$ cat config.mk
export PLATFORM = sky130hd
export DESIGN_NAME = bus
export DESIGN_NICKNAME = d
export VERILOG_FILES = /design/src/hw/bus_pkg.sv /design/src/hw/harness_pkg.sv /design/src/hw/bus.sv
export SDC_FILE = /design/constraint.sdc
export NUM_CORES = 1
export LEC_CHECK = 0
export BUFFER_PORTS_ARGS = -buffer_cell sky130_fd_sc_hd__buf_2
export CAP_MARGIN = 20
export CELL_PAD_IN_SITES_DETAIL_PLACEMENT = 1
export CELL_PAD_IN_SITES_GLOBAL_PLACEMENT = 1
export CORE_AREA = 4 4 205 207
export CTS_CLUSTER_DIAMETER = 60
export DETAILED_ROUTE_END_ITERATION = 10
export DIE_AREA = 0 0 209 211
export PLACE_DENSITY = 0.57
export SYNTH_ARGS = -nofsm -noshare
export SYNTH_HDL_FRONTEND = slang
export SYNTH_SLANG_ARGS = --single-unit
$ cat constraint.sdc
create_clock -name clk_i -period 2.55 [get_ports clk_i]
set_input_delay 0.255 -clock clk_i [delete_from_list [all_inputs] [get_ports clk_i]]
set_output_delay 0.255 -clock clk_i [all_outputs]
set_load 0.05 [all_outputs]
$ cat src/hw/bus_pkg.sv
// Bus request and response structs for the harness interconnect
// Host and device enums with their counts

package bus_pkg;

  // Host request, also the request forwarded to a device
  typedef struct packed {
    logic        req;
    logic        we;
    logic [3:0]  be;
    logic [31:0] addr;
    logic [31:0] wdata;
  } bus_req_t;

  // Response to a host, devices leave gnt low
  typedef struct packed {
    logic        gnt;
    logic        rvalid;
    logic        err;
    logic [31:0] rdata;
  } bus_rsp_t;

  // Hosts in decreasing priority
  typedef enum logic [1:0] {
    TestUtilHost,
    CoreD,
    CoreI
  } bus_host_e;

  typedef enum logic {
    Ram,
    TestUtilDevice
  } bus_device_e;

  localparam int unsigned NrHosts   = 3;
  localparam int unsigned NrDevices = 2;

endpackage

$ cat src/hw/harness_pkg.sv
// Memory map of the compliance harness
// Register offsets inside the test utility window

package harness_pkg;

  // RAM starts at zero, its size comes from the RamDepth parameter
  localparam logic [31:0] RamBase = 32'h0000_0000;

  // Test utility occupies a 1 kB window
  localparam logic [31:0] TestUtilBase = 32'h0002_0000;
  localparam logic [31:0] TestUtilMask = ~32'h0000_03FF;

  // Offset width inside the test utility window
  localparam int unsigned TestUtilOffsetW = 10;

  // Signature region bounds, end is exclusive
  localparam logic [TestUtilOffsetW-1:0] SigStartOffset = 10'h000;
  localparam logic [TestUtilOffsetW-1:0] SigEndOffset   = 10'h004;

  // Any write here starts the signature dump
  localparam logic [TestUtilOffsetW-1:0] HaltOffset     = 10'h008;

endpackage

$ cat src/hw/bus.sv
// Fixed-priority simple bus for three hosts and two devices
// Arbiter, address decoder and one-entry response router

`timescale 1ns/1ps

module bus #(
  parameter int unsigned RamDepth = 16384
) (
  input  logic              clk_i,
  input  logic              rst_i,

  input  bus_pkg::bus_req_t host_req_i [bus_pkg::NrHosts],
  output bus_pkg::bus_rsp_t host_rsp_o [bus_pkg::NrHosts],

  output bus_pkg::bus_req_t dev_req_o  [bus_pkg::NrDevices],
  input  bus_pkg::bus_rsp_t dev_rsp_i  [bus_pkg::NrDevices]
);

  // RAM window covers RamDepth words from RamBase
  localparam logic [31:0] RamMask = ~32'(RamDepth * 4 - 1);

  // Current arbitration result
  logic                  win_valid;
  bus_pkg::bus_host_e    win_host;
  bus_pkg::bus_req_t     win_req;

  // Address decode of the winning request
  logic                  ram_hit;
  logic                  tu_hit;
  logic                  dev_hit;
  bus_pkg::bus_device_e  dev_sel;

  // Record of last cycle's grant for response routing
  logic                  rsp_valid_q;
  bus_pkg::bus_host_e    rsp_host_q;
  bus_pkg::bus_device_e  rsp_dev_q;
  logic                  rsp_miss_q;

  bus_pkg::bus_rsp_t     sel_rsp;
  logic                  rsp_ok;

  // Lowest index wins, so scan from the bottom of the priority list
  always_comb begin
    win_valid = 1'b0;
    win_host  = bus_pkg::TestUtilHost;
    for (int h = bus_pkg::NrHosts - 1; h >= 0; h--) begin
      if (host_req_i[h].req) begin
        win_valid = 1'b1;
        win_host  = bus_pkg::bus_host_e'(2'(h));
      end
    end
  end

  assign win_req = host_req_i[win_host];

  // Address decode
  assign ram_hit = (win_req.addr & RamMask) == harness_pkg::RamBase;
  assign tu_hit  = (win_req.addr & harness_pkg::TestUtilMask) == harness_pkg::TestUtilBase;
  assign dev_hit = ram_hit || tu_hit;

  always_comb begin
    dev_sel = bus_pkg::Ram;
    if (tu_hit) begin
      dev_sel = bus_pkg::TestUtilDevice;
    end
  end

  // Forward to at most one device
  always_comb begin
    for (int d = 0; d < bus_pkg::NrDevices; d++) begin
      dev_req_o[d]     = win_req;
      dev_req_o[d].req = win_valid && dev_hit && (dev_sel == 1'(d));
    end
  end

  // Unmapped requests are still granted and answered with err
  always_ff @(posedge clk_i) begin
    if (rst_i) begin
      rsp_valid_q <= 1'b0;
      rsp_host_q  <= bus_pkg::TestUtilHost;
      rsp_dev_q   <= bus_pkg::Ram;
      rsp_miss_q  <= 1'b0;
    end else begin
      rsp_valid_q <= win_valid;
      rsp_host_q  <= win_host;
      rsp_dev_q   <= dev_sel;
      rsp_miss_q  <= !dev_hit;
    end
  end

  assign sel_rsp = dev_rsp_i[rsp_dev_q];
  assign rsp_ok  = rsp_miss_q || sel_rsp.rvalid;

  // Grant and route the response back to its host
  always_comb begin
    for (int h = 0; h < bus_pkg::NrHosts; h++) begin
      host_rsp_o[h]     = '0;
      host_rsp_o[h].gnt = win_valid && (win_host == 2'(h));
      if (rsp_valid_q && rsp_ok && (rsp_host_q == 2'(h))) begin
        host_rsp_o[h].rvalid = 1'b1;
        if (rsp_miss_q) begin
          host_rsp_o[h].err = 1'b1;
        end else begin
          host_rsp_o[h].err   = sel_rsp.err;
          host_rsp_o[h].rdata = sel_rsp.rdata;
        end
      end
    end
  end

endmodule

==> results of run 1 <==
==> timing repair <==
item                       4_1_cts  5_1_grt
hold endpoints to repair         0        0
gates cloned                     2        2
resized for setup               17       11
pin swaps                        4        4
setup endpoints to repair        2        2
setup buffers                    3        1
==> layout by cell type, fill, tap and decap left out, types with 3 or more instances in the layout <==
cell type,netlist,layout
a22oi_1,4,4
a221o_4,0,5
mux2i_1,79,79
nand2b_1,20,18
buf_4,71,49
or2_1,13,13
dfxtp_1,5,4
o21ai_0,17,11
o21ai_1,50,16
buf_12,0,22
nor2_1,104,103
a32oi_1,3,3
or2_2,19,19
a221o_2,0,8
buf_2,1,503
clkbuf_16,0,5
inv_2,4,3
nand2b_4,0,3
a221o_1,18,5
or4_4,0,4
buf_6,1,5
nand2_1,69,67
nor2b_1,4,4
o21ai_2,0,40
diode_2,0,3
==> sequential cells by signal (all words and copies together), names as in the netlist <==
name and count:
rsp_host_q 2, rsp_valid_q 1, rsp_miss_q 1, rsp_dev_q 1
==> power groups by stage <==
stage	logic (W)	clock network [W]	registers [W]
after CTS	0.00199	0.000257	0.0000830
after global placement	0.00195	0	0.0000840
after floorplan	0.00141	0	0.0000843
after detailed placement	0.00196	0	0.0000840
after global routing	0.00208	0.000260	0.0000834
final	0.00198	0.000253	0.0000830
==> cell families after synthesis <==
group	share of synthesized area, %
mux	24.1
simple gates	33.0
buf+inv	21.8
compound gates	18.0
flops	3.01
==> worst max-delay path by stage <==
| stage | cells after the start | slack, ps | end |
|---|---|---|---|
| after floorplan | 8 | -380 | dev_req_o[69] |
| after global routing | 9 | -290 | dev_req_o[69] |
| after CTS | 9 | -270 | dev_req_o[69] |
| after global placement | 8 | -390 | dev_req_o[69] |
| after detailed placement | 8 | -410 | dev_req_o[69] |
| final | 9 | -230 | dev_req_o[69] |
==> through the flow <==
stage / power [W] / instance area [um2] / setup TNS (ps) / instances
floorplan: 0.00150 / 3600 / -687 / 545
global placement: 0.00204 / 6860 / -974 / 1537
detailed placement: 0.00204 / 6860 / -964 / 1537
CTS: 0.00233 / 7040 / -461 / 1546
global route: 0.00243 / 7140 / -563 / 1552
finish: 0.00232 / 7140 / -454 / 1552
==> worst max-delay path, stage by stage <==
cell and delay, ps:
buf_12 100, nand2b_4 150, inv_8 60, buf_6 120, a221o_2 380, or4_4 430
or4_4 610, nor3_4 230, buf_12 170
==> layer usage <==
metal  part of all wire (%)  track usage (%)  vias up
met3                    8.6             2.47       26
met5                  0.027                0        -
li1                       -                -     2739
met1                     38             11.7     2518
met2                     52             19.7      345
met4                    2.0             2.36        2
==> cell type report <==
cell class	count	area [um2]	share of cell area (%)
clock buffer	4	78.8	1.10
inverter	5	26.3	0.368
tap	532	666	9.33
antenna	3	7.51	0.105
multi-input combinational	421	2800	39.2
sequential	5	101	1.42
timing repair buffer	582	3460	48.5
==> results by group, run 1 <==
Floorplan
  • Die X: 209 um
  • Rows: 74
  • Core Region: 40400 um2
  • Initial Util: 8.23%
  • Die H: 211 um
  • Io pins: 527
  • DIE AREA: 44100 um2

Synth
  • Dominant cell type by area after synthesis: mux2i_1
  • Seq/Total Area, Yosys: 3.01%
  • Gate Count Post-Synth: 545
  • Ys Warns: 0
  • Cell area after synthesis: 3320 um2
  • Synth async-reset ratio: 0%
  • Post-synth top cells: 104 x nor2_1, 79 x mux2i_1, 71 x buf_4, 69 x nand2_1, 50 x o21ai_1
  • Mapped Avg Cell Area: 6.10 um2
  • Distinct cell type count after synthesis: 31
  • Seq cells post-synth: 5
  • Most frequent cell after synthesis: nor2_1
  • Top FF cell, synth: dfxtp_1
  • Mapped Nets: 827
  • Synth top area cells: mux2i_1 24%, buf_4 16%, nor2_1 12%
  • Post-synth EDFFs: 0
  • Synth top area share: 23.8%

Clock tree
  • Total CTS buffers: 3
  • Num Clock Sinks: 5
  • Worst-path clk slew: 30 ps
  • CTS tree: done
  • H-tree depth: 1
  • CTS hold repair buffers: 0
  • CTS Root Cell: clkbuf_16
  • Maximum clock path buffer count: 2

STA
  • Highest Clock Rate: 360 MHz
  • Hold Fails Final Rpt: 0
  • Final period demand of the worst path: 2780 ps
  • Worst hold slack: 297 ps
  • Final WS setup: -231 ps
  • Slew Limit Headroom: 39.2%
  • Tightest Pin Transition: 913 ps
  • RSZ-0062 raised after global routing: yes
  • Final Setup Violations: 2
  • Final period utilization: 109%
  • Max Slew Vio Count: 0

Power
  • Pint: 0.000898 W
  • Clock power frac: 10.9%
  • Switching portion of total power: 61.3%
  • Part of the power in registers: 3.6%
  • NetSw: 0.00142 W
  • Pleak: 3.84 nW
  • Comb pwr share: 85.5%
  • PD cells: 325 nW/um2
  • Peak VDD IR: 0.195 mV

Drt
  • Final routed DRC violation total: 0
  • DRT antenna net count: 0
  • Total number of vias: 5630
  • Drt wl/cell: 16.5 um
  • Total iterations of the first detailed-routing run: 4
  • DR vias/cell: 3.63
  • Drt total wl: 25500 um
  • Iter 0 DRT Violations: 189

Placement
  • I/O Buffers: 524
  • Worst Setup Slack post-DPL: -413 ps
  • RePlAce Congestion: 0.866
  • Dpl hpwl: 22700 um

Hold path
  • Worst Hold End: rsp_host_q[1]
  • Worst hold path class: in -> reg
  • Hold Crit Start: rst_i
  • Worst Hold Depth: 2

GRT
  • GRT Overall Usage: 10.3%
  • Congestion Overflow GR: 0
  • Largest net degree at the start of global routing: 49
  • First-pass GRT wire length: 35900 um
  • Vias in the first global route: 5989
  • Initial antenna violation count: 7

Layout
  • Utilization after layout: 17.7%
  • Fillers: 5083
  • Synth-to-layout area growth: 115%
  • Nets: 1300
  • Share of cells above drive strength 1: 66.5%

Run status
  • Run status: complete, but fails checks
  • Failing checks: setup timing

Flow run
  • MaxCap Viol Count: 0

Setup path
  • Setup crit end kind: output pin
  • CP Class: in -> out
  • Crit. Startpoint: host_req_i[209]
  • WP data arrival: 2530 ps
  • CP max FO: 12
  • Req. time, crit path: 2300 ps
  • Type of origin of the critical path: input pin
No activity file was read; power rests on OpenSTA's default activity.
==> inputs of run 2 (changes only) <==
- PLACE_DENSITY: 0.57 -> 0.58
- clock period: 2.55 -> 2.4 ns (I/O delays scaled with it)
==> run 2 against run 1 <==
Compared with the run above: the flow still finishes with violations (setup timing); first-iteration DRC count is 7.9% lower; combinational power is 7% higher; sequential share of layout area barely moved; cell count about the same; count of clock-buffer cells in the layout stayed put; non-clock buffer count unchanged; total power increased by 6.3%; core utilization up 0.19 points; hold slack lost 19 ps; sequential power rose by 6.5%; via count barely moved; global-route usage increased by 0.064 points; critical endpoint unchanged; highest routed layer is now met4.
==> results by group, run 2 (synthesis gave the netlist of run 1 again) <==
STA
  • Final WS setup: -361 ps
  • Hold Fails Final Rpt: 0
  • Final period demand of the worst path: 2760 ps
  • Final period utilization: 115%
  • RSZ-0062 raised after global routing: yes
  • Final Setup Violations: 2
  • Worst hold slack: 278 ps
  • Highest Clock Rate: 362 MHz
  • Tightest Pin Transition: 880 ps
  • Max Slew Vio Count: 0
  • TNS Setup: -686 ps
  • Slew Limit Headroom: 41.3%

Setup path
  • Type of origin of the critical path: input pin
  • CP Class: in -> out
  • CP top delay family: simple AND/OR/NAND/NOR gates
  • Max incr delay on CP: 620 ps
  • Crit. Startpoint: host_req_i[209]
  • Cell breakdown of the critical path: buf_12 -> nand2b_4 -> inv_6 -> buf_12 -> a221o_4 -> or4_4 -> or4_4 -> nor3_4 -> buf_12
  • Most frequent CP cell: buf_12
  • Buf/Inv on CP: 4
  • Setup crit end kind: output pin
  • Req. time, crit path: 2160 ps
  • CP max FO: 8
  • WP data arrival: 2520 ps
  • Critical Path Slowest Stage Cell: or4_4

Layout
  • Nets: 1300
  • Synth-to-layout area growth: 117%
  • Max reg flops: 2
  • Most frequent cells in the layout: 495 x buf_2, 79 x mux2i_1, 74 x nor2_1
  • Most common cell after layout, fill and taps aside: buf_2
  • Share of cells above drive strength 1: 69.2%
  • Utilization after layout: 17.9%
  • Largest register by flop count: rsp_host_q

Floorplan
  • Die X: 209 um
  • DIE AREA: 44100 um2
  • Core Region: 40400 um2
  • Io pins: 527
  • Die H: 211 um
  • Rows: 74
  • Initial Util: 8.23%

Flow run
  • MaxCap Viol Count: 0

Drt
  • Total iterations of the first detailed-routing run: 4
  • Drt total wl: 25500 um
  • Iter 0 DRT Violations: 174
  • DRT antenna net count: 0
  • Total number of vias: 5635
  • Drt wl/cell: 16.5 um
  • DR vias/cell: 3.63
  • Final routed DRC violation total: 0

Placement
  • I/O Buffers: 524
  • Dpl hpwl: 23000 um
  • RePlAce Congestion: 0.911

Clock tree
  • CTS hold repair buffers: 0
  • CTS tree: done
  • Num Clock Sinks: 5
  • Worst-path clk slew: 30 ps
  • Total CTS buffers: 3
  • H-tree depth: 1
  • Maximum clock path buffer count: 2
  • CTS Root Cell: clkbuf_16

Power
  • PD cells: 342 nW/um2
  • Peak VDD IR: 0.164 mV
  • Pleak: 3.83 nW

GRT
  • Largest net degree at the start of global routing: 49
  • Congestion Overflow GR: 0
  • Vias in the first global route: 5969
  • First-pass GRT wire length: 36200 um
  • Initial antenna violation count: 7
  • GRT Overall Usage: 10.4%

Run status
  • Failing checks: setup timing
  • Run status: complete, but fails checks

Hold path
  • Hold Crit Start: rst_i
  • Worst hold path class: in -> reg
run 2: cell types whose count changed in the layout (fill, tap and decap cells not counted), moves of 4 or more:
cell,delta
buf_12,+5
buf_2,-8
o21ai_0,+4
nor2_2,+29
clkbuf_4,+6
nor2_1,-29
run 2: through the flow:
| step | instance area (um2) | power [W] | setup slack (ps) | instances |
|---|---|---|---|---|
| finish | 7220 | 0.00247 | -361 | 1551 |
| global route | 7220 | 0.00260 | -404 | 1551 |
| CTS | 7180 | 0.00249 | -396 | 1549 |
| detailed placement | 7000 | 0.00219 | -576 | 1539 |
| global placement | 7000 | 0.00218 | -535 | 1539 |
| floorplan | 3670 | 0.00160 | -497 | 545 |
run 2: what timing repair did:
item                                    CTS  global route
gates cloned                              1             0
endpoints found under the setup margin   33            11
gates resized for setup                  12            12
pin swaps                                 5             1
setup buffers                             5             0
run 2: layer usage:
metal	vias to the layer above	share of wire, %	global-route usage, %
met5	-	0	0
met3	24	9.0	2.73
met4	0	1.6	2.09
li1	2727	-	-
met1	2530	37	11.7
met2	354	52	19.8
run 2: final timing paths:
| path | to | depth (start not counted) |
|---|---|---|
| max | dev_req_o[69] | 9 |
| min | rsp_dev_q | 2 |
run 2: power by group:
part           leakage (nW)  total [W]  switching [W]  internal, W
combinational          3.75    0.00211        0.00146     0.000648
clock                0.0382   0.000270      0.0000502     0.000220
sequential           0.0418  0.0000884     0.00000156    0.0000868
run 2: layout make-up:
| class | instances | area [um2] |
|---|---|---|
| Clock buffer | 4 | 78.8 |
| Tap cell | 532 | 666 |
| Multi-Input combinational cell | 421 | 2870 |
| Timing Repair Buffer | 582 | 3480 |
| Sequential cell | 5 | 101 |
| Antenna cell | 2 | 5.00 |
| Inverter | 5 | 23.8 |
| Fill cell | 5096 | 33200 |
