==> src/hw/bus_pkg.sv <==
// Bus request and response structs for the harness interconnect
// Host and device enums with their counts

package bus_pkg;

  // Host request, also the request forwarded to a device
  typedef struct packed {
    logic        req;
    logic        we;
    logic [3:0]  be;
    logic [31:0] addr;
    logic [31:0] wdata;
  } bus_req_t;

  // Response to a host, devices leave gnt low
  typedef struct packed {
    logic        gnt;
    logic        rvalid;
    logic        err;
    logic [31:0] rdata;
  } bus_rsp_t;

  // Hosts in decreasing priority
  typedef enum logic [1:0] {
    TestUtilHost,
    CoreD,
    CoreI
  } bus_host_e;

  typedef enum logic {
    Ram,
    TestUtilDevice
  } bus_device_e;

  localparam int unsigned NrHosts   = 3;
  localparam int unsigned NrDevices = 2;

endpackage

==> src/hw/harness_pkg.sv <==
// Memory map of the compliance harness
// Register offsets inside the test utility window

package harness_pkg;

  // RAM starts at zero, its size comes from the RamDepth parameter
  localparam logic [31:0] RamBase = 32'h0000_0000;

  // Test utility occupies a 1 kB window
  localparam logic [31:0] TestUtilBase = 32'h0002_0000;
  localparam logic [31:0] TestUtilMask = ~32'h0000_03FF;

  // Offset width inside the test utility window
  localparam int unsigned TestUtilOffsetW = 10;

  // Signature region bounds, end is exclusive
  localparam logic [TestUtilOffsetW-1:0] SigStartOffset = 10'h000;
  localparam logic [TestUtilOffsetW-1:0] SigEndOffset   = 10'h004;

  // Any write here starts the signature dump
  localparam logic [TestUtilOffsetW-1:0] HaltOffset     = 10'h008;

endpackage

==> src/hw/riscv_testutil.sv <==
// Test utility device with signature bounds and halt register
// Host engine that reads the signature region and streams it out

`timescale 1ns/1ps

module riscv_testutil (
  input  logic              clk_i,
  input  logic              rst_i,

  input  bus_pkg::bus_req_t dev_req_i,
  output bus_pkg::bus_rsp_t dev_rsp_o,

  output bus_pkg::bus_req_t host_req_o,
  input  bus_pkg::bus_rsp_t host_rsp_i,

  output logic              sig_valid_o,
  output logic [31:0]       sig_data_o,
  output logic              done_o
);

  typedef enum logic [1:0] {
    StIdle,
    StDump,
    StFinish
  } state_e;

  logic [harness_pkg::TestUtilOffsetW-1:0] offset;
  logic        dev_wr;
  logic        known_off;
  logic [31:0] rd_mux;

  logic [31:0] sig_start_q;
  logic [31:0] sig_end_q;
  logic        dev_rvalid_q;
  logic        dev_err_q;
  logic [31:0] dev_rdata_q;

  state_e      state_q;
  logic        dump_start;
  logic [31:0] span;
  logic [29:0] issue_cnt_q;
  logic [31:0] addr_q;
  logic [1:0]  out_q;
  logic [1:0]  out_next;

  // Device side decode
  assign offset    = dev_req_i.addr[harness_pkg::TestUtilOffsetW-1:0];
  assign dev_wr    = dev_req_i.req && dev_req_i.we;
  assign known_off = (offset == harness_pkg::SigStartOffset) ||
                     (offset == harness_pkg::SigEndOffset) ||
                     (offset == harness_pkg::HaltOffset);

  always_comb begin
    case (offset)
      harness_pkg::SigStartOffset: rd_mux = sig_start_q;
      harness_pkg::SigEndOffset:   rd_mux = sig_end_q;
      default:                     rd_mux = 32'h0;
    endcase
  end

  always_ff @(posedge clk_i) begin
    if (rst_i) begin
      sig_start_q <= 32'h0;
      sig_end_q   <= 32'h0;
    end else if (dev_wr) begin
      for (int i = 0; i < 4; i++) begin
        if (dev_req_i.be[i] && offset == harness_pkg::SigStartOffset) begin
          sig_start_q[8*i +: 8] <= dev_req_i.wdata[8*i +: 8];
        end
        if (dev_req_i.be[i] && offset == harness_pkg::SigEndOffset) begin
          sig_end_q[8*i +: 8] <= dev_req_i.wdata[8*i +: 8];
        end
      end
    end
  end

  always_ff @(posedge clk_i) begin
    if (rst_i) begin
      dev_rvalid_q <= 1'b0;
      dev_err_q    <= 1'b0;
    end else begin
      dev_rvalid_q <= dev_req_i.req;
      dev_err_q    <= dev_req_i.req && !known_off;
    end
  end

  always_ff @(posedge clk_i) begin
    if (dev_req_i.req) begin
      dev_rdata_q <= dev_req_i.we ? 32'h0 : rd_mux;
    end
  end

  assign dev_rsp_o.gnt    = 1'b0;
  assign dev_rsp_o.rvalid = dev_rvalid_q;
  assign dev_rsp_o.err    = dev_err_q;
  assign dev_rsp_o.rdata  = dev_rdata_q;

  // Halt writes outside idle are dropped
  assign dump_start = dev_wr && (offset == harness_pkg::HaltOffset) && (state_q == StIdle);
  assign span       = sig_end_q - sig_start_q;

  // Reads in flight, counted up on gnt and down on rvalid
  assign out_next = out_q + {1'b0, host_rsp_i.gnt} - {1'b0, host_rsp_i.rvalid};

  always_ff @(posedge clk_i) begin
    if (rst_i) begin
      state_q     <= StIdle;
      issue_cnt_q <= '0;
      addr_q      <= 32'h0;
      out_q       <= 2'd0;
    end else begin
      out_q <= out_next;
      case (state_q)
        StIdle: begin
          if (dump_start) begin
            state_q     <= StDump;
            addr_q      <= sig_start_q;
            issue_cnt_q <= (sig_end_q > sig_start_q) ? span[31:2] : '0;
          end
        end
        StDump: begin
          if (host_rsp_i.gnt) begin
            addr_q      <= addr_q + 32'd4;
            issue_cnt_q <= issue_cnt_q - 30'd1;
          end
          // Leave as the last word returns so done follows it directly
          if (issue_cnt_q == '0 && out_next == 2'd0) begin
            state_q <= StFinish;
          end
        end
        default: begin
          state_q <= StIdle;
        end
      endcase
    end
  end

  // Word reads from the signature region
  assign host_req_o.req   = (state_q == StDump) && (issue_cnt_q != '0);
  assign host_req_o.we    = 1'b0;
  assign host_req_o.be    = 4'hF;
  assign host_req_o.addr  = addr_q;
  assign host_req_o.wdata = 32'h0;

  assign sig_valid_o = host_rsp_i.rvalid && (state_q == StDump);
  assign sig_data_o  = host_rsp_i.rdata;
  assign done_o      = (state_q == StFinish);

endmodule

==> config.mk <==
export PLATFORM = sky130hd
export DESIGN_NAME = riscv_testutil
export DESIGN_NICKNAME = d
export VERILOG_FILES = /design/src/hw/bus_pkg.sv /design/src/hw/harness_pkg.sv /design/src/hw/riscv_testutil.sv
export SDC_FILE = /design/constraint.sdc
export NUM_CORES = 1
export LEC_CHECK = 0
export BUFFER_PORTS_ARGS = -buffer_cell sky130_fd_sc_hd__buf_4
export CAP_MARGIN = 20
export CORE_UTILIZATION = 40
export DETAILED_ROUTE_END_ITERATION = 10
export GPL_TIMING_DRIVEN = 0
export SLEW_MARGIN = 20
export SYNTH_ARGS = -nofsm -noshare
export SYNTH_HDL_FRONTEND = slang
export SYNTH_SLANG_ARGS = --single-unit
export TNS_END_PERCENT = 50
==> constraint.sdc <==
create_clock -name clk_i -period 4 [get_ports clk_i]
set_input_delay 0 -clock clk_i [delete_from_list [all_inputs] [get_ports clk_i]]
set_output_delay 0 -clock clk_i [all_outputs]
set_load 0.02 [all_outputs]
==> summary.md, run 1 <==
| Metric | Value |
|---|---|
| Status | `completed` |
| Fin. Hold Viols | `0` |
| Commonest non-fill, non-tap cell in the layout | `buf_4` |
| Power Density | `297 mW/mm2` |
| ANT cells | `0` |
| Max Slew Vio Count | `0` |
| ANT nets after route | `0` |
| CTS tree | `done` |
| Via density | `5.31` |
| Rows | `57` |
| Clk sinks | `164` |
| Period utilisation layout | `82.0%` |
| Crit. End Element | `flop` |
| Worst-path fanout max | `4` |
| 1st-iter DRT viols | `632` |
| Initial core utilization | `40.7%` |
| Post-synthesis async set-or-reset flop share | `0%` |
| I/O pin cnt | `246` |
| Initial DRT Pass Iterations | `5` |
| Remaining DRCs | `0` |
| GP Congestion | `0.882` |
| Post-CTS Setup Bufs | `0` |
| Global-route wire length before repair | `49.7 mm` |
| Largest net degree at the start of global routing | `35` |
| HP Class | `in -> reg` |
| Post-synthesis sequential area ratio | `36.5%` |
| CP required | `4.30 ns` |
| Max-slew headroom | `46.4%` |
| Crit path largest cell delay | `0.47 ns` |
| Skew-Pair Late Insertion Delay | `0.44 ns` |
| Finished Layout Cells | `1762` |
| Critical path class | `reg -> reg` |
| Synth area leaders | `dfxtp_1 27%, mux2i_1 9.8%, edfxtp_1 9.7%` |
| Main synth FF type | `dfxtp_1` |
| Vias in the first global route | `8880` |
| Distinct cells, synth | `80` |
| Syn Inst Count | `1183` |
| Post-synth EDFFs | `32` |
| Final TNS setup | `0 ns` |
| Clock Tree Buf Depth | `2` |
| Initial antenna violation count | `0` |
| Area share of the largest cell type after synthesis | `26.7%` |
| Synthesized area | `0.00988 mm2` |
| Slew at the pin closest to its max-slew limit | `0.804 ns` |
| Root Driver | `clkbuf_16` |
| Minimum clock period after layout | `3.28 ns` |
| Syn avg cell area | `8.35 um2` |
| Grt total ovfl | `0` |
| Final Net Count | `1568` |
| Area occupied by multi-input gates | `0.00545 mm2` |
| Final count of negative-setup-slack endpoints | `0` |
| Register area | `0.00360 mm2` |
| Hold-fix buffers, CTS | `36` |
| Placed cells | `1694` |
| Number of port buffers | `151` |
| GRT Total Usage | `25.3%` |
| Dpl hpwl | `24.4 mm` |
| Max Cap Violations | `0` |
| Core Footprint | `0.0242 mm2` |
| CP arrival | `3.57 ns` |
| Routed WL per cell | `18.4 um` |
| Most frequent cells in the layout | `225 x buf_4, 182 x nor2_1, 132 x dfxtp_1` |
| RSZ-0062 raised after global routing | `no` |
| Die area | `0.0253 mm2` |
| Synth area leader | `dfxtp_1` |
| Cts repair resizes | `0` |
| Fraction of layout cells with a size suffix above 1 | `20.2%` |
| Setup crit start kind | `flop` |
| H-tree depth | `4` |
| Hold slack | `0.0286 ns` |
| Max IR drop VDD | `0.219 mV` |
| CTS Buf Count | `17` |
| Fmax achieved | `305 MHz` |
| Critical path's slowest cell | `dfxtp_1` |
| Area grow syn2layout | `26.5%` |
| Pwr Total | `3.72 mW` |
| Die width | `159 um` |
| Vias | `9354` |
| Die Y | `159 um` |
| Leak Pwr | `5.35 nW` |
| Top delay family on crit path | `compound AO/OA/AOI/OAI gates` |
| Cell breakdown of the critical path | `inv_1 > ha_1 > a21oi_1 > o21ai_0 > or3b_1 > o22ai_2 > o21ai_1 > o41ai_2 > o21ba_2 > xor2_1 > o22ai_1` |
| WL final | `32.4 mm` |
| Critical path buffers and inverters | `1` |
| FILL cells | `2399` |
| Skew final | `0.0137 ns` |
| Clk pin slew, worst setup/hold paths | `0.07 ns` |
| Syn. warnings | `0` |
| Register bit count reported by yosys | `164` |
[registers in the layout (all words and copies together) (netlist names)]
name / cells
addr_q: 32
dev_rdata_q: 32
sig_end_q: 32
sig_start_q: 32
issue_cnt_q: 30
out_q: 2
state_q: 2
dev_err_q: 1
dev_rvalid_q: 1
[report_power, final]
part           internal (mW)  switching, mW
Combinational          0.165          0.180
Clock                  0.926          0.741
Sequential              1.70        0.00528
Total                   2.79          0.927
[layout make-up]
type	count	share of cell area, %
Clock buffer	18	3.43
Clock inverter	14	1.21
Inverter	50	1.50
Multi-Input combinational cell	875	43.6
Timing Repair Buffer	187	12.0
Buffer	130	6.18
Sequential cell	164	28.8
Tap cell	324	3.24
[layer usage]
layer / part of all wire (%) / vias up / global-route usage, %
met3: 6.8 / 45 / 5.16
met2: 47 / 360 / 42.4
met5: 0 / - / 0
met4: 3.0 / 0 / 9.75
li1: - / 4561 / -
met1: 43 / 4388 / 32.0
[cells by family after synthesis]
logic type	Yosys count	share of synthesized area (%)
other	2	0.0760
flip-flops	164	36.5
AND/OR/NAND/NOR	422	20.6
XOR/XNOR	25	2.22
AO/OA/AOI/OAI	257	16.6
buffers and inverters	180	9.71
multiplexers	97	9.83
adder cells (fa/ha/maj)	36	4.56
[Yosys cell counts, types with 14 or more instances]
master	number
xor2_1	14
a211oi_1	16
dfxtp_1	132
ha_1	36
edfxtp_1	32
o21ai_0	60
a21o_1	15
nand3_1	26
nor3_1	39
inv_1	50
mux2i_1	97
a21oi_1	80
buf_4	74
nand2_1	72
clkbuf_1	49
nor2_1	182
[path summary, 6_finish.rpt]
check                                    start                            end  slack [ns]  cells past startpoint
setup / recovery  sig_start_q[13]$_SDFFE_PP0P_   issue_cnt_q[28]$_SDFFE_PP0P_        0.72                     11
setup reg to reg  sig_start_q[13]$_SDFFE_PP0P_   issue_cnt_q[28]$_SDFFE_PP0P_        0.72                     11
hold reg to reg    issue_cnt_q[1]$_SDFFE_PP0P_    issue_cnt_q[1]$_SDFFE_PP0P_        0.50                      2
hold / removal                   dev_req_i[69]  dev_rdata_q[25]$_SDFFCE_PP0P_        0.03                      1
[metrics by stage]
step	cell area, um2	utilization [%]	setup WS, ns
final	12500	51.5	0.722
after global routing	12500	51.5	0.637
after CTS	12500	51.5	0.787
after detailed placement	11600	47.7	0.786
after global placement	11600	47.7	0.806
after floorplan	10000	-	1.43
Note: power is estimated with default switching activity, not from simulation.
==> inputs of run 2 (changes only) <==
--- a/config.mk
+++ b/config.mk
@@ -5,6 +5,7 @@
 export SDC_FILE = /design/constraint.sdc
 export NUM_CORES = 1
 export LEC_CHECK = 0
+export ABC_AREA = 1
 export BUFFER_PORTS_ARGS = -buffer_cell sky130_fd_sc_hd__buf_4
 export CAP_MARGIN = 20
 export CORE_UTILIZATION = 40
==> constraint.sdc (replaced) <==
create_clock -name clk_i -period 3.12 [get_ports clk_i]
set_input_delay 0 -clock clk_i [delete_from_list [all_inputs] [get_ports clk_i]]
set_output_delay 0 -clock clk_i [all_outputs]
set_load 0.02 [all_outputs]
==> run 2 against run 1 <==
Final cell count increased by 38%. Setup slack lost 0.39 ns. Design area rose by 14%. Routed wire length grew 26%. Utilization shrank 0.74 points. Global-route usage grew 2.3 points. Maximum frequency increased by 18%. Sequential power rose by 28%. Clock skew is 0.0048 ns higher. Largest power group is now clock.
==> summary.md, run 2 <==
| Metric | Value |
|---|---|
| Setup crit start kind | `flop` |
| H-tree depth | `4 (unchanged)` |
| Power Density | `349 mW/mm2 (+17%)` |
| ANT nets after route | `0 (unchanged)` |
| R2R depth | `13 (+2)` |
| Core Footprint | `0.0281 mm2 (+16%)` |
| Initial core utilization | `41.1% (+0.39 points)` |
| Via density | `5.04 (-5.0%)` |
| Post-synth EDFFs | `32 (unchanged)` |
| Internal | `3.72 mW (+33%)` |
| Vias | `12200 (+31%)` |
| Synthesized area | `0.0116 mm2 (+17%)` |
| Fin. Hold Viols | `0 (unchanged)` |
| Skew final | `0.0184 ns (+0.00477 ns)` |
| Commonest non-fill, non-tap cell in the layout | `nand2_1` |
| Main synth FF type | `dfxtp_1` |
| Syn Inst Count | `1795 (+52%)` |
| 1st-iter DRT viols | `1006 (+59%)` |
| Commonest cells in the netlist | `457 x nand2_1, 257 x inv_1, 177 x a21oi_1` |
| RSZ-0062 raised after global routing | `no` |
| Slew at the pin closest to its max-slew limit | `0.790 ns (-0.0145 ns)` |
| Final TNS setup | `0 ns (unchanged)` |
| Minimum clock period after layout | `2.79 ns (-0.490 ns)` |
| GP Congestion | `0.975 (+11%)` |
| Clock Tree Buf Depth | `2 (unchanged)` |
| Max Cap Violations | `0 (unchanged)` |
| Most common cell in the netlist | `nand2_1` |
| Clk pin slew, worst setup/hold paths | `0.08 ns (about the same)` |
| Critical path class | `reg -> reg` |
| Area share of the largest cell type after synthesis | `22.9% (-3.9 points)` |
| Psw | `1.26 mW (+36%)` |
| Clock share of power | `46.9% (+2.0 points)` |
| Hold slack | `0.00873 ns (-0.0199 ns)` |
| Global-route wire length before repair | `61.4 mm (+24%)` |
| Max IR drop VDD | `0.366 mV (+67%)` |
| Number of port buffers | `149 (-1.3%)` |
| Post-synthesis async set-or-reset flop share | `0% (unchanged)` |
| Crit. End Element | `flop` |
| Register area | `0.00360 mm2 (unchanged)` |
| Max-slew headroom | `47.0% (+0.56 points)` |
| Worst-path fanout max | `10 (+6)` |
| Fraction of layout cells with a size suffix above 1 | `16.6% (-3.6 points)` |
| Die width | `172 um (+8.0%)` |
| Cts repair resizes | `0 (unchanged)` |
| Initial antenna violation count | `0 (unchanged)` |
| Die Y | `172 um (+8.0%)` |
| Final core utilization | `50.8% (-0.74 points)` |
| GRT Total Usage | `27.6% (+2.3 points)` |
| Initial DRT Pass Iterations | `6 (+1)` |
| Distinct cells, synth | `47 (-41%)` |
| Routed WL per cell | `16.9 um (-8.1%)` |
| R2R Path Start | `sig_start_q[22]$_SDFFE_PP0P_` |
| ANT cells | `0 (unchanged)` |
| Hold_sp | `dev_req_i[34]` |
| Rows | `61 (+7.0%)` |
| CTS tree | `done` |
| Period utilisation layout | `89.4% (+7.4 points)` |
| Synth area leader | `dfxtp_1` |
| Die area | `0.0296 mm2 (+17%)` |
| Hold-fix buffers, CTS | `35 (-2.8%)` |
| Skew-Pair Late Insertion Delay | `0.45 ns (about the same)` |
| Largest net degree at the start of global routing | `35 (unchanged)` |
| Register bit count reported by yosys | `164 (unchanged)` |
| Final Net Count | `2177 (+39%)` |
| FILL cells | `2939 (+23%)` |
| Post-synthesis sequential area ratio | `31.2% (-5.3 points)` |
| HP Class | `in -> reg` |
| Synth area leaders | `dfxtp_1 23%, nand2_1 15%, inv_1 8.3%` |
| Vias in the first global route | `10900 (+23%)` |
| Fmax achieved | `359 MHz (+18%)` |
| Sw Share | `25.3% (+0.39 points)` |
| Reg2reg end | `issue_cnt_q[23]$_SDFFE_PP0P_` |
| Area grow syn2layout | `23.5%` |
| I/O pin cnt | `246 (unchanged)` |
| Most frequent cells in the layout | `457 x nand2_1, 257 x inv_1, 225 x buf_4` |
| Syn avg cell area | `6.44 um2 (-23%)` |
| Final count of negative-setup-slack endpoints | `0 (unchanged)` |
| Root Driver | `clkbuf_16` |
| Seq pwr share | `43.8% (-2.0 points)` |
| Post-CTS Setup Bufs | `0 (unchanged)` |
| Clk sinks | `164 (unchanged)` |
| Hold worst-path end | `dev_rdata_q[0]$_SDFFCE_PP0P_` |
| Combinational share of power | `9.3% (about the same)` |
| Area occupied by multi-input gates | `0.00626 mm2 (+15%)` |
| Hold Crit Depth | `3 (+2)` |
| Max Slew Vio Count | `0 (unchanged)` |
| Syn. warnings | `0 (unchanged)` |
| Reg2reg setup slack | `0.33 ns (-0.39 ns)` |
| WL final | `40.9 mm (+26%)` |
| Leak Pwr | `6.70 nW (+25%)` |
| Remaining DRCs | `0 (unchanged)` |
| Status | `completed` |
| Dpl hpwl | `32.5 mm (+33%)` |
| CTS Buf Count | `17 (unchanged)` |
| CP arrival | `3.18 ns (-0.39 ns)` |
| CP required | `3.51 ns (-0.79 ns)` |
| Grt total ovfl | `0 (unchanged)` |
[run 2: cell type report]
type / instances / share of cell area (%)
Sequential cell: 164 / 25.3
Clock inverter: 14 / 1.30
Inverter: 263 / 6.93
Buffer: 131 / 5.89
Multi-Input combinational cell: 1273 / 43.9
Timing Repair Buffer: 184 / 10.3
Tap cell: 378 / 3.32
Clock buffer: 18 / 3.16
[run 2: cell families after synthesis]
logic type	share of synthesized area [%]
fa+ha+maj	3.90
buf+inv	15.8
other cells	0.0650
simple gates	30.1
flops	31.2
compound gates	16.3
xor+xnor	2.65
[run 2: metrics by stage]
| step | setup WS (ns) | cells | power (mW) | cell area, um2 |
|---|---|---|---|---|
| 2_1_floorplan | 1.20 | 1831 | 2.49 | 11700 |
| 3_3_place_gp | 0.476 | 2358 | 2.65 | 13300 |
| 3_5_place_dp | 0.448 | 2358 | 2.66 | 13300 |
| 4_1_cts | 0.451 | 2425 | 5.01 | 14300 |
| 5_1_grt | 0.183 | 2425 | 5.11 | 14300 |
| 6_report | 0.331 | 2425 | 4.98 | 14300 |
[run 2: power by group through the flow]
| stage | Combinational [mW] | Clock, mW | Sequential, mW |
|---|---|---|---|
| finish | 0.461 | 2.34 | 2.18 |
| global route | 0.497 | 2.43 | 2.19 |
| CTS | 0.458 | 2.36 | 2.18 |
| detailed placement | 0.423 | 0 | 2.23 |
| global placement | 0.420 | 0 | 2.23 |
| floorplan | 0.240 | 0 | 2.25 |
[run 2: worst max-delay path by stage]
stage	start	end	cells past startpoint
floorplan	sig_start_q[22]$_SDFFE_PP0P_	issue_cnt_q[26]$_SDFFE_PP0P_	15
global placement	sig_start_q[22]$_SDFFE_PP0P_	issue_cnt_q[22]$_SDFFE_PP0P_	15
detailed placement	sig_start_q[22]$_SDFFE_PP0P_	issue_cnt_q[25]$_SDFFE_PP0P_	13
CTS	sig_start_q[22]$_SDFFE_PP0P_	issue_cnt_q[26]$_SDFFE_PP0P_	15
global route	sig_start_q[22]$_SDFFE_PP0P_	issue_cnt_q[20]$_SDFFE_PP0P_	15
finish	sig_start_q[22]$_SDFFE_PP0P_	issue_cnt_q[23]$_SDFFE_PP0P_	13
[run 2: worst max-delay path, cell delays in order, from the launching register on]
cell and delay (ns):
dfxtp_1 0.55, inv_1 0.25, ha_1 0.46, nand2_1 0.14
nor2_2 0.18, nand2_1 0.15, nor2_2 0.14, nand2_2 0.09
nand2_1 0.06, nand2_1 0.08, buf_2 0.19, nor2_1 0.26
nor2_1 0.07, nor2_1 0.08
[run 2: layer usage]
layer	global-route usage [%]	vias to the layer above	routed length (um)	share of wire, %
met5	0	-	0	0
met4	9.54	0	1080	2.6
met3	3.32	78	2300	5.6
met2	44.9	449	18900	46
met1	37.7	5612	18600	46
li1	-	6090	-	-
